--- src/rtl/dac_sample_pkg.sv ---
// Sample formats of the DAC path; all samples are signed two's complement, full scale +-2^17
package dac_sample_pkg;

    // ----------------------------------------
    // Sample format
    // ----------------------------------------

    // One audio sample
    localparam int SAMPLE_W = 18;

    typedef logic signed [SAMPLE_W-1:0] sample_t;

    // ----------------------------------------
    // Stereo frame
    // ----------------------------------------

    // Left channel sits in the upper half, 36 bits in total
    typedef struct packed {
        sample_t l;
        sample_t r;
    } stereo_frame_t;

endpackage

--- src/rtl/dac_ctrl_pkg.sv ---
// Sequencer program and half-band coefficients; the program is fixed and holds at most 8 steps
package dac_ctrl_pkg;

    // ----------------------------------------
    // Sequencer
    // ----------------------------------------

    // One-hot task codes
    typedef enum logic [4:0] {
        WAIT_IN          = 5'b00001,
        WAIT_DONE        = 5'b00010,
        SEND_1_2         = 5'b00100,
        SEND_2_DAC_CHECK = 5'b01000,
        JP_0             = 5'b10000
    } task_t;

    localparam int PC_W     = 3;
    localparam int PROG_LEN = 7;

    // Input, stage 1, two frames through stage 2, back to start
    localparam task_t PROGRAM [PROG_LEN] = '{
        WAIT_IN, WAIT_DONE, SEND_1_2, WAIT_DONE, SEND_1_2, WAIT_DONE, JP_0
    };

    // ----------------------------------------
    // Half-band filter
    // ----------------------------------------

    localparam int COEF_W = 18;

    typedef logic signed [COEF_W-1:0] coef_t;

    // Odd phase taps in Q1.16: -1/16, 9/16, 9/16, -1/16
    localparam coef_t HB_COEF [4] = '{-18'sd4096, 18'sd36864, 18'sd36864, -18'sd4096};

endpackage

--- src/rtl/frame_fifo.sv ---
// Write when full and read when empty are dropped; data_out is valid the cycle after rd
`timescale 1ns/100ps

module frame_fifo #(
    parameter int FIFO_DEPTH = 8
) (
    input  logic                                clk,
    input  logic                                reset,
    input  logic                                wr,
    input  logic                                rd,
    input  dac_sample_pkg::stereo_frame_t       data_in,
    output dac_sample_pkg::stereo_frame_t       data_out,
    output logic                                empty,
    output logic                                full,
    output logic [$clog2(FIFO_DEPTH + 1)-1:0]   free_slots
);
    import dac_sample_pkg::*;

    localparam int PTR_W = (FIFO_DEPTH > 1) ? $clog2(FIFO_DEPTH) : 1;
    localparam int CNT_W = $clog2(FIFO_DEPTH + 1);

    stereo_frame_t    mem [FIFO_DEPTH];
    logic [PTR_W-1:0] wr_ptr;
    logic [PTR_W-1:0] rd_ptr;
    logic [CNT_W-1:0] count;
    logic             do_wr;
    logic             do_rd;

    function automatic logic [PTR_W-1:0] next_ptr(input logic [PTR_W-1:0] p);
        next_ptr = (p == PTR_W'(FIFO_DEPTH - 1)) ? '0 : p + 1'b1;
    endfunction

    assign do_wr      = wr && !full;
    assign do_rd      = rd && !empty;
    assign empty      = (count == '0);
    assign full       = (count == CNT_W'(FIFO_DEPTH));
    assign free_slots = CNT_W'(FIFO_DEPTH) - count;

    always_ff @(posedge clk or posedge reset) begin
        if (reset) begin
            wr_ptr   <= '0;
            rd_ptr   <= '0;
            count    <= '0;
            data_out <= '0;
        end else begin
            if (do_wr)
                wr_ptr <= next_ptr(wr_ptr);
            if (do_rd) begin
                rd_ptr   <= next_ptr(rd_ptr);
                data_out <= mem[rd_ptr];
            end
            // Simultaneous read and write keeps the count
            count <= count + CNT_W'(do_wr) - CNT_W'(do_rd);
        end
    end

    always_ff @(posedge clk) begin
        if (do_wr)
            mem[wr_ptr] <= data_in;
    end

endmodule

--- src/rtl/halfband_interp_2x.sv ---
// New input is taken only while idle; even output 1 cycle and odd output 6 cycles after start
`timescale 1ns/100ps

module halfband_interp_2x (
    input  logic                    clk,
    input  logic                    reset,
    input  logic                    sample_in_rdy,
    input  dac_sample_pkg::sample_t sample_in_l,
    input  dac_sample_pkg::sample_t sample_in_r,
    output logic                    sample_out_rdy,
    output dac_sample_pkg::sample_t sample_out_l,
    output dac_sample_pkg::sample_t sample_out_r,
    output logic                    done
);
    import dac_sample_pkg::*;
    import dac_ctrl_pkg::*;

    localparam int PROD_W = SAMPLE_W + COEF_W;
    localparam int ACC_W  = PROD_W + 2;
    // Q1.16 coefficients
    localparam int FRAC_W = COEF_W - 2;

    localparam logic signed [ACC_W-1:0] ROUND_HALF = ACC_W'(1) << (FRAC_W - 1);
    localparam logic signed [ACC_W-1:0] SAT_MAX    = (ACC_W'(1) << (SAMPLE_W - 1)) - 1;
    localparam logic signed [ACC_W-1:0] SAT_MIN    = -(ACC_W'(1) << (SAMPLE_W - 1));

    localparam logic [2:0] PH_IDLE = 3'd0;
    localparam logic [2:0] PH_OUT  = 3'd5;

    sample_t                  x_in [2];
    sample_t                  hist [2][4];
    sample_t                  y    [2];
    logic signed [PROD_W-1:0] prod [2];
    logic signed [ACC_W-1:0]  acc  [2];
    logic [2:0]               phase;
    logic [1:0]               tap;
    logic                     start;

    function automatic sample_t round_sat(input logic signed [ACC_W-1:0] a);
        logic signed [ACC_W-1:0] r;
        r = (a + ROUND_HALF) >>> FRAC_W;
        if (r > SAT_MAX)
            round_sat = SAT_MAX[SAMPLE_W-1:0];
        else if (r < SAT_MIN)
            round_sat = SAT_MIN[SAMPLE_W-1:0];
        else
            round_sat = r[SAMPLE_W-1:0];
    endfunction

    assign x_in[0]      = sample_in_l;
    assign x_in[1]      = sample_in_r;
    assign sample_out_l = y[0];
    assign sample_out_r = y[1];
    assign start        = sample_in_rdy && (phase == PH_IDLE);
    // Phases 1 to 4 walk the taps
    assign tap          = 2'(phase - 3'd1);

    always_comb begin
        for (int ch = 0; ch < 2; ch++)
            prod[ch] = hist[ch][tap] * HB_COEF[tap];
    end

    // ----------------------------------------
    // Control and history
    // ----------------------------------------
    always_ff @(posedge clk or posedge reset) begin
        if (reset) begin
            phase          <= PH_IDLE;
            sample_out_rdy <= 1'b0;
            done           <= 1'b0;
            for (int ch = 0; ch < 2; ch++)
                for (int k = 0; k < 4; k++)
                    hist[ch][k] <= '0;
        end else begin
            sample_out_rdy <= start || (phase == PH_OUT);
            done           <= (phase == PH_OUT);
            if (start) begin
                phase <= 3'd1;
                for (int ch = 0; ch < 2; ch++) begin
                    hist[ch][0] <= x_in[ch];
                    for (int k = 1; k < 4; k++)
                        hist[ch][k] <= hist[ch][k-1];
                end
            end else if (phase == PH_OUT) begin
                phase <= PH_IDLE;
            end else if (phase != PH_IDLE) begin
                phase <= phase + 3'd1;
            end
        end
    end

    // ----------------------------------------
    // MAC and output registers
    // ----------------------------------------
    always_ff @(posedge clk) begin
        for (int ch = 0; ch < 2; ch++) begin
            if (start) begin
                // Even phase is the centre sample, two frames back after the shift
                y[ch]   <= hist[ch][1];
                acc[ch] <= '0;
            end else if (phase == PH_OUT) begin
                y[ch] <= round_sat(acc[ch]);
            end else if (phase != PH_IDLE) begin
                acc[ch] <= acc[ch] + prod[ch];
            end
        end
    end

endmodule

--- src/rtl/sigma_delta_2order.sv ---
// Stable for inputs up to about half of full scale; integrators have no saturation
`timescale 1ns/100ps

module sigma_delta_2order (
    input  logic                    clk,
    input  logic                    reset,
    input  logic                    sample_strobe,
    input  dac_sample_pkg::sample_t sample_l,
    input  dac_sample_pkg::sample_t sample_r,
    output logic                    dout_l,
    output logic                    dout_r
);
    import dac_sample_pkg::*;

    localparam int INT_W = 22;

    // Feedback level equals input full scale
    localparam logic signed [INT_W-1:0] FULL_SCALE = INT_W'(1) << (SAMPLE_W - 1);

    sample_t                 x        [2];
    logic signed [INT_W-1:0] fb       [2];
    logic signed [INT_W-1:0] int1     [2];
    logic signed [INT_W-1:0] int2     [2];
    logic signed [INT_W-1:0] int1_nxt [2];
    logic signed [INT_W-1:0] int2_nxt [2];
    logic                    dout_q   [2];

    assign x[0]   = sample_l;
    assign x[1]   = sample_r;
    assign dout_l = dout_q[0];
    assign dout_r = dout_q[1];

    always_comb begin
        for (int ch = 0; ch < 2; ch++) begin
            fb[ch]       = dout_q[ch] ? FULL_SCALE : -FULL_SCALE;
            int1_nxt[ch] = int1[ch] + x[ch] - fb[ch];
            int2_nxt[ch] = int2[ch] + int1_nxt[ch] - fb[ch];
        end
    end

    // ----------------------------------------
    // Loop state, advanced once per strobe
    // ----------------------------------------
    always_ff @(posedge clk or posedge reset) begin
        if (reset) begin
            for (int ch = 0; ch < 2; ch++) begin
                int1[ch]   <= '0;
                int2[ch]   <= '0;
                dout_q[ch] <= 1'b0;
            end
        end else if (sample_strobe) begin
            for (int ch = 0; ch < 2; ch++) begin
                int1[ch]   <= int1_nxt[ch];
                int2[ch]   <= int2_nxt[ch];
                // One when the second integrator is not negative
                dout_q[ch] <= !int2_nxt[ch][INT_W-1];
            end
        end
    end

endmodule

--- src/rtl/stereo_dac_output.sv ---
// Input is taken only while in_ready is high; the output rate is clk / OUT_CLK_DIV
`timescale 1ns/100ps

module stereo_dac_output #(
    parameter int OUT_CLK_DIV = 16,
    parameter int FIFO_DEPTH  = 8
) (
    input  logic                    clk,
    input  logic                    reset,
    input  logic                    sample_in_rdy,
    input  dac_sample_pkg::sample_t sample_in_l,
    input  dac_sample_pkg::sample_t sample_in_r,
    output logic                    in_ready,
    output logic                    dac_out_l,
    output logic                    dac_out_r,
    output logic                    dac_strobe,
    output logic                    dac_underrun
);
    import dac_sample_pkg::*;
    import dac_ctrl_pkg::*;

    localparam int CNT_W = $clog2(FIFO_DEPTH + 1);
    localparam int DIV_W = (OUT_CLK_DIV > 1) ? $clog2(OUT_CLK_DIV) : 1;

    // Interpolator 2 emits two frames per start
    localparam logic [CNT_W-1:0] FRAME_PAIR = CNT_W'(2);

    task_t            tasks;
    logic [PC_W-1:0]  pc;
    logic             pc_hold;
    logic             pc_jump;
    logic             in_accept;
    logic             done;

    logic             i1_out_rdy;
    sample_t          i1_out_l;
    sample_t          i1_out_r;
    logic             i1_done;
    logic             i2_start;
    logic             i2_out_rdy;
    sample_t          i2_out_l;
    sample_t          i2_out_r;
    logic             i2_done;

    stereo_frame_t    fifo_1_2_data_in;
    stereo_frame_t    fifo_1_2_data_out;
    logic             fifo_1_2_rd;
    logic             fifo_1_2_empty;
    logic [CNT_W-1:0] fifo_1_2_free;
    stereo_frame_t    fifo_2_dac_data_in;
    stereo_frame_t    fifo_2_dac_data_out;
    logic             fifo_2_dac_rd;
    logic             fifo_2_dac_empty;
    logic [CNT_W-1:0] fifo_2_dac_free;
    logic             fifo_2_room;

    logic [DIV_W-1:0] div_cnt;
    logic             div_tick;

    // ----------------------------------------
    // Task sequencer
    // ----------------------------------------
    assign tasks       = (pc < PC_W'(PROG_LEN)) ? PROGRAM[pc] : JP_0;
    assign fifo_2_room = (fifo_2_dac_free >= FRAME_PAIR);
    assign in_ready    = (tasks == WAIT_IN) && (fifo_1_2_free >= FRAME_PAIR);
    assign in_accept   = sample_in_rdy && in_ready;
    assign done        = i1_done | i2_done;

    always_comb begin
        pc_hold = 1'b0;
        pc_jump = 1'b0;
        unique case (tasks)
            WAIT_IN:          pc_hold = !in_accept;
            WAIT_DONE:        pc_hold = !done;
            SEND_1_2:         pc_hold = !fifo_2_room || fifo_1_2_empty;
            SEND_2_DAC_CHECK: pc_hold = !fifo_2_room;
            default:          pc_jump = 1'b1;
        endcase
    end

    assign fifo_1_2_rd = (tasks == SEND_1_2) && !pc_hold;

    always_ff @(posedge clk or posedge reset) begin
        if (reset) begin
            pc       <= '0;
            i2_start <= 1'b0;
        end else begin
            // FIFO data is valid one cycle after the pop
            i2_start <= fifo_1_2_rd;
            if (pc_jump)
                pc <= '0;
            else if (!pc_hold)
                pc <= pc + PC_W'(1);
        end
    end

    // ----------------------------------------
    // Interpolation chain
    // ----------------------------------------
    halfband_interp_2x interp_1 (
        .clk            (clk),
        .reset          (reset),
        .sample_in_rdy  (in_accept),
        .sample_in_l    (sample_in_l),
        .sample_in_r    (sample_in_r),
        .sample_out_rdy (i1_out_rdy),
        .sample_out_l   (i1_out_l),
        .sample_out_r   (i1_out_r),
        .done           (i1_done)
    );

    assign fifo_1_2_data_in = {i1_out_l, i1_out_r};

    frame_fifo #(.FIFO_DEPTH(FIFO_DEPTH)) fifo_1_2 (
        .clk        (clk),
        .reset      (reset),
        .wr         (i1_out_rdy),
        .rd         (fifo_1_2_rd),
        .data_in    (fifo_1_2_data_in),
        .data_out   (fifo_1_2_data_out),
        .empty      (fifo_1_2_empty),
        .full       (),
        .free_slots (fifo_1_2_free)
    );

    halfband_interp_2x interp_2 (
        .clk            (clk),
        .reset          (reset),
        .sample_in_rdy  (i2_start),
        .sample_in_l    (fifo_1_2_data_out.l),
        .sample_in_r    (fifo_1_2_data_out.r),
        .sample_out_rdy (i2_out_rdy),
        .sample_out_l   (i2_out_l),
        .sample_out_r   (i2_out_r),
        .done           (i2_done)
    );

    assign fifo_2_dac_data_in = {i2_out_l, i2_out_r};

    frame_fifo #(.FIFO_DEPTH(FIFO_DEPTH)) fifo_2_dac (
        .clk        (clk),
        .reset      (reset),
        .wr         (i2_out_rdy),
        .rd         (fifo_2_dac_rd),
        .data_in    (fifo_2_dac_data_in),
        .data_out   (fifo_2_dac_data_out),
        .empty      (fifo_2_dac_empty),
        .full       (),
        .free_slots (fifo_2_dac_free)
    );

    // ----------------------------------------
    // Output rate divider
    // ----------------------------------------
    assign div_tick      = (div_cnt == DIV_W'(OUT_CLK_DIV - 1));
    assign fifo_2_dac_rd = div_tick && !fifo_2_dac_empty;

    always_ff @(posedge clk or posedge reset) begin
        if (reset) begin
            div_cnt      <= '0;
            dac_strobe   <= 1'b0;
            dac_underrun <= 1'b0;
        end else begin
            div_cnt      <= div_tick ? '0 : div_cnt + DIV_W'(1);
            dac_strobe   <= fifo_2_dac_rd;
            // Nothing to play, modulator reuses the last frame
            dac_underrun <= div_tick && fifo_2_dac_empty;
        end
    end

    sigma_delta_2order modulator (
        .clk           (clk),
        .reset         (reset),
        .sample_strobe (dac_strobe | dac_underrun),
        .sample_l      (fifo_2_dac_data_out.l),
        .sample_r      (fifo_2_dac_data_out.r),
        .dout_l        (dac_out_l),
        .dout_r        (dac_out_r)
    );

endmodule

--- config.mk ---
export PLATFORM = sky130hd
export DESIGN_NAME = stereo_dac_output
export DESIGN_NICKNAME = d
export VERILOG_FILES = /design/src/rtl/dac_sample_pkg.sv /design/src/rtl/dac_ctrl_pkg.sv /design/src/rtl/frame_fifo.sv /design/src/rtl/halfband_interp_2x.sv /design/src/rtl/sigma_delta_2order.sv /design/src/rtl/stereo_dac_output.sv
export SDC_FILE = /design/constraint.sdc
export NUM_CORES = 2
export LEC_CHECK = 0
export BUFFER_PORTS_ARGS = -buffer_cell sky130_fd_sc_hd__buf_4
export CORE_UTILIZATION = 59
export CTS_CLUSTER_DIAMETER = 120
export CTS_CLUSTER_SIZE = 16
export DETAILED_ROUTE_END_ITERATION = 6
export GPL_TIMING_DRIVEN = 0
export PLACE_DENSITY = 0.87
export SETUP_SLACK_MARGIN = 0.5
export SLEW_MARGIN = 20
export SYNTH_ARGS = -nofsm -noshare
export SYNTH_HDL_FRONTEND = slang
export SYNTH_SLANG_ARGS = --single-unit
--- constraint.sdc ---
create_clock -name clk -period 18 [get_ports clk]
set_clock_uncertainty 0.2 [all_clocks]
set_input_delay 3.6 -clock clk [delete_from_list [all_inputs] [get_ports clk]]
set_output_delay 3.6 -clock clk [all_outputs]
set_load 0.02 [all_outputs]
==> impl_metrics.toml <==
[logic_synthesis]
synth-compound-area-share_pct = 7.23
synth_area_leader_cell = "edfxtp_1"
ys_async_sr_fraction_pct = 39.5
syn-instance-count = 5903
netlist_area_um2 = 74800
synth_commonest_cells = "798 x inv_1, 752 x edfxtp_1, 622 x ha_1"
synth_flop_cell = "edfxtp_1"
synth_top_family_by_area = "adder cells"
yosys.area_share.simple_pct = 6.22
ys_seq_area_share_pct = 46.6
synth_nets = 6909
yosysMostFrequentCell = "inv_1"
synth-xor-area-share_pct = 3.36
synthAdderAreaFrac_pct = 19.6
synth_edf_count = 752
yosysTopAreaCellShare_pct = 30.2
synthMuxAreaShare_pct = 11.8
ys_seq_elements = 1242
synth.distinct_cells = 97
syn_avg_cell_area_um2 = 12.7
synth.area.top_cells = "edfxtp_1 30%, dfrtp_1 16%, ha_1 10%"
synth_warnings = 0

[cts]
clock_latency_ns = 0.72
clkSlewWorstSetupHoldPaths_ns = 0.08
post_cts_buffers = 0
cts_tree = "built"
post_cts_resized = 0
cts_made_buffers = 87
clk_path_buf_depth = 3
ctsHoldBuffers = 0
cts_root_buf = "clkbuf_16"
h-tree-depth = 3
clock-sinks = 1242

[timing]
finalMaxSlewViolations = 0
tightestPinTransition_ns = 1.15
max-slew-margin-rel_pct = 22.8
fin_crit_sh_pct = 68.1
max_freq_mhz = 81.6
setup_viol = 0
hold_viol_final = 0
rsz0062_at_grt = "no"
period_minus_slack_ns = 12.26

[layout]
num-nets-final = 7086
syn_to_final_growth_pct = 7.96
stdcell_count = 7803
layout-drive-gt1-share_pct = 12.7

[critical_path]
criticalPathCategory = "flop to flop"
rr_worst_depth = 32
cp_max_fo = 10
crit_path_end_kind = "flop"
ff2ff_setup_slack_ns = 5.74
start_kind = "flop"
r2r-start = "interp_1.phase[0]"
cp.arrival_ns = 12.51
crit_path_start = "interp_1.phase[0]"
slowest_delay_ns = 0.74
crit_slowest_cell = "clkbuf_1"
cp.required_ns = 18.26
cp-endpoint = "interp_1.acc[1][31]"
timing.rr.end = "interp_1.acc[1][31]"

[route]
avgViaCountPerCell = 6.21
wl_per_cell_um = 23.4
vias = 48500
drc = 0
wirelength_um = 182000
initialDrtViolationCount = 4729
first_pass_iters = 6
drtAntennaViolNets = 0

[floorplanning]
initial_core_util_pct = 59.5
core_area_um2 = 126000
dieArea_um2 = 128000
die_w_um = 358
die_height_um = 358
rows = 130
io_pins = 44

[placed_design]
place_inst = 7641
place.port_buffers = 43
dpl.hpwl_um = 132000
gp_congestion = 0.915

[hold_path]
worstHoldPathType = "flop to flop"

[global_route]
grt_util_met1_pct = 32.7
grt_util_met2_pct = 51.8
grt_usage_pct = 28.9
busiest_layer = "met2"
antenna_found_initial = 2
grt_first_pass_wirelength_um = 285000
grt_util_met3_pct = 4.27
grt_pass1_vias = 51400
overflow = 0
grt_max_degree = 103

[run]
maxCapViolCount = 0

[run_status]
status = "finished, final reports clean"
## cells by family after synthesis
| logic type | Yosys count |
|---|---|
| flops | 1242 |
| buf+inv | 1006 |
| simple gates | 984 |
| fa+ha+maj | 967 |
| compound gates | 840 |
| mux | 579 |
| xor+xnor | 285 |
## sequential cells by signal, indices dropped and copies added, names as in the netlist, 4 cells and up
name,count
fifo_1_2.mem,288
interp_2.hist,144
fifo_2_dac.count,4
interp_1.acc,52
interp_1.y,36
modulator.int2,44
fifo_2_dac.data_out,36
interp_1.hist,144
fifo_1_2.data_out,36
div_cnt,4
fifo_1_2.count,4
fifo_2_dac.mem,288
interp_2.y,36
interp_2.acc,52
modulator.int1,44
## metal layers
metal | share of wire, % | up-vias
met2 | 52 | 2365
met5 | 0.014 | -
li1 | - | 21200
met4 | 6.6 | 4
met3 | 6.6 | 690
met1 | 35 | 24200
## final cells by class
class,count,area [µm²]
antenna,1,2.50
buffer,205,853
clock buffer,155,2470
clock inverter,6,93.8
fill,8477,45000
inverter,801,3010
multi-input combinational,3655,36200
sequential,1242,34800
tap,1650,2060
timing repair buffer,88,1170
## worst min path at each step
stage                                   from                 end  slack, ns  depth (start not counted)
final                     modulator.int1[36]  modulator.int1[36]       0.29                          2
after global routing              div_cnt[0]          div_cnt[0]       0.30                          1
after CTS                 modulator.int1[36]  modulator.int1[36]       0.28                          2
after detailed placement  modulator.int1[36]  modulator.int1[36]       0.27                          2
after global placement    modulator.int1[17]  modulator.int1[17]       0.26                          2
after floorplan            modulator.int1[0]   modulator.int1[0]       0.24                          2
## worst max-delay path, delay by kind of cell (launching register included)
family	cells	cell delay (ns)
buf+inv	11	4.44
compound gates	6	2.06
flops	1	0.38
simple gates	3	0.52
xor+xnor	3	0.74
fa+ha+maj	9	3.62
## cells in the final DEF, fill, tap and decap left out, types with 28 or more instances in the layout
| cell | Yosys | final |
|---|---|---|
| inv_1 | 798 | 797 |
| edfxtp_1 | 752 | 752 |
| ha_1 | 622 | 622 |
| dfrtp_1 | 490 | 490 |
| fa_1 | 345 | 345 |
| nor2_1 | 326 | 314 |
| mux2_2 | 289 | 289 |
| nand2_1 | 269 | 266 |
| a21oi_1 | 226 | 225 |
| mux4_2 | 214 | 214 |
| o21ai_0 | 205 | 205 |
| clkbuf_1 | 134 | 199 |
| xnor2_1 | 183 | 182 |
| xor2_1 | 101 | 101 |
| clkbuf_16 | 0 | 89 |
| mux2i_1 | 76 | 76 |
| nand3_1 | 69 | 69 |
| buf_4 | 8 | 68 |
| a21o_1 | 68 | 68 |
| nor3_1 | 63 | 59 |
| nand2b_1 | 42 | 42 |
| and2_1 | 37 | 37 |
| o21a_1 | 36 | 36 |
| o22a_1 | 36 | 36 |
| buf_1 | 36 | 35 |
| and3_1 | 34 | 34 |
| o31ai_1 | 29 | 29 |
| nand3b_1 | 28 | 28 |
## metrics by stage
| step | util [%] | TNS, ns | area, µm² | hold WS, ns | worst slack, ns |
|---|---|---|---|---|---|
| 6_report | 64.2 | 0 | 80800 | 0.285 | 5.74 |
| 2_1_floorplan | - | 0 | 74800 | 0.243 | 0.524 |
| 4_1_cts | 64.2 | 0 | 80700 | 0.283 | 5.93 |
| 3_5_place_dp | 62.2 | 0 | 78200 | 0.266 | 6.05 |
| 3_3_place_gp | 61.4 | -2549.32 | 77200 | 0.257 | -5.36 |
| 5_1_grt | 64.2 | 0 | 80800 | 0.305 | 5.35 |
Power is not shown: default switching activity piles up to over one toggle a cycle in this logic, so the estimate is an artifact.
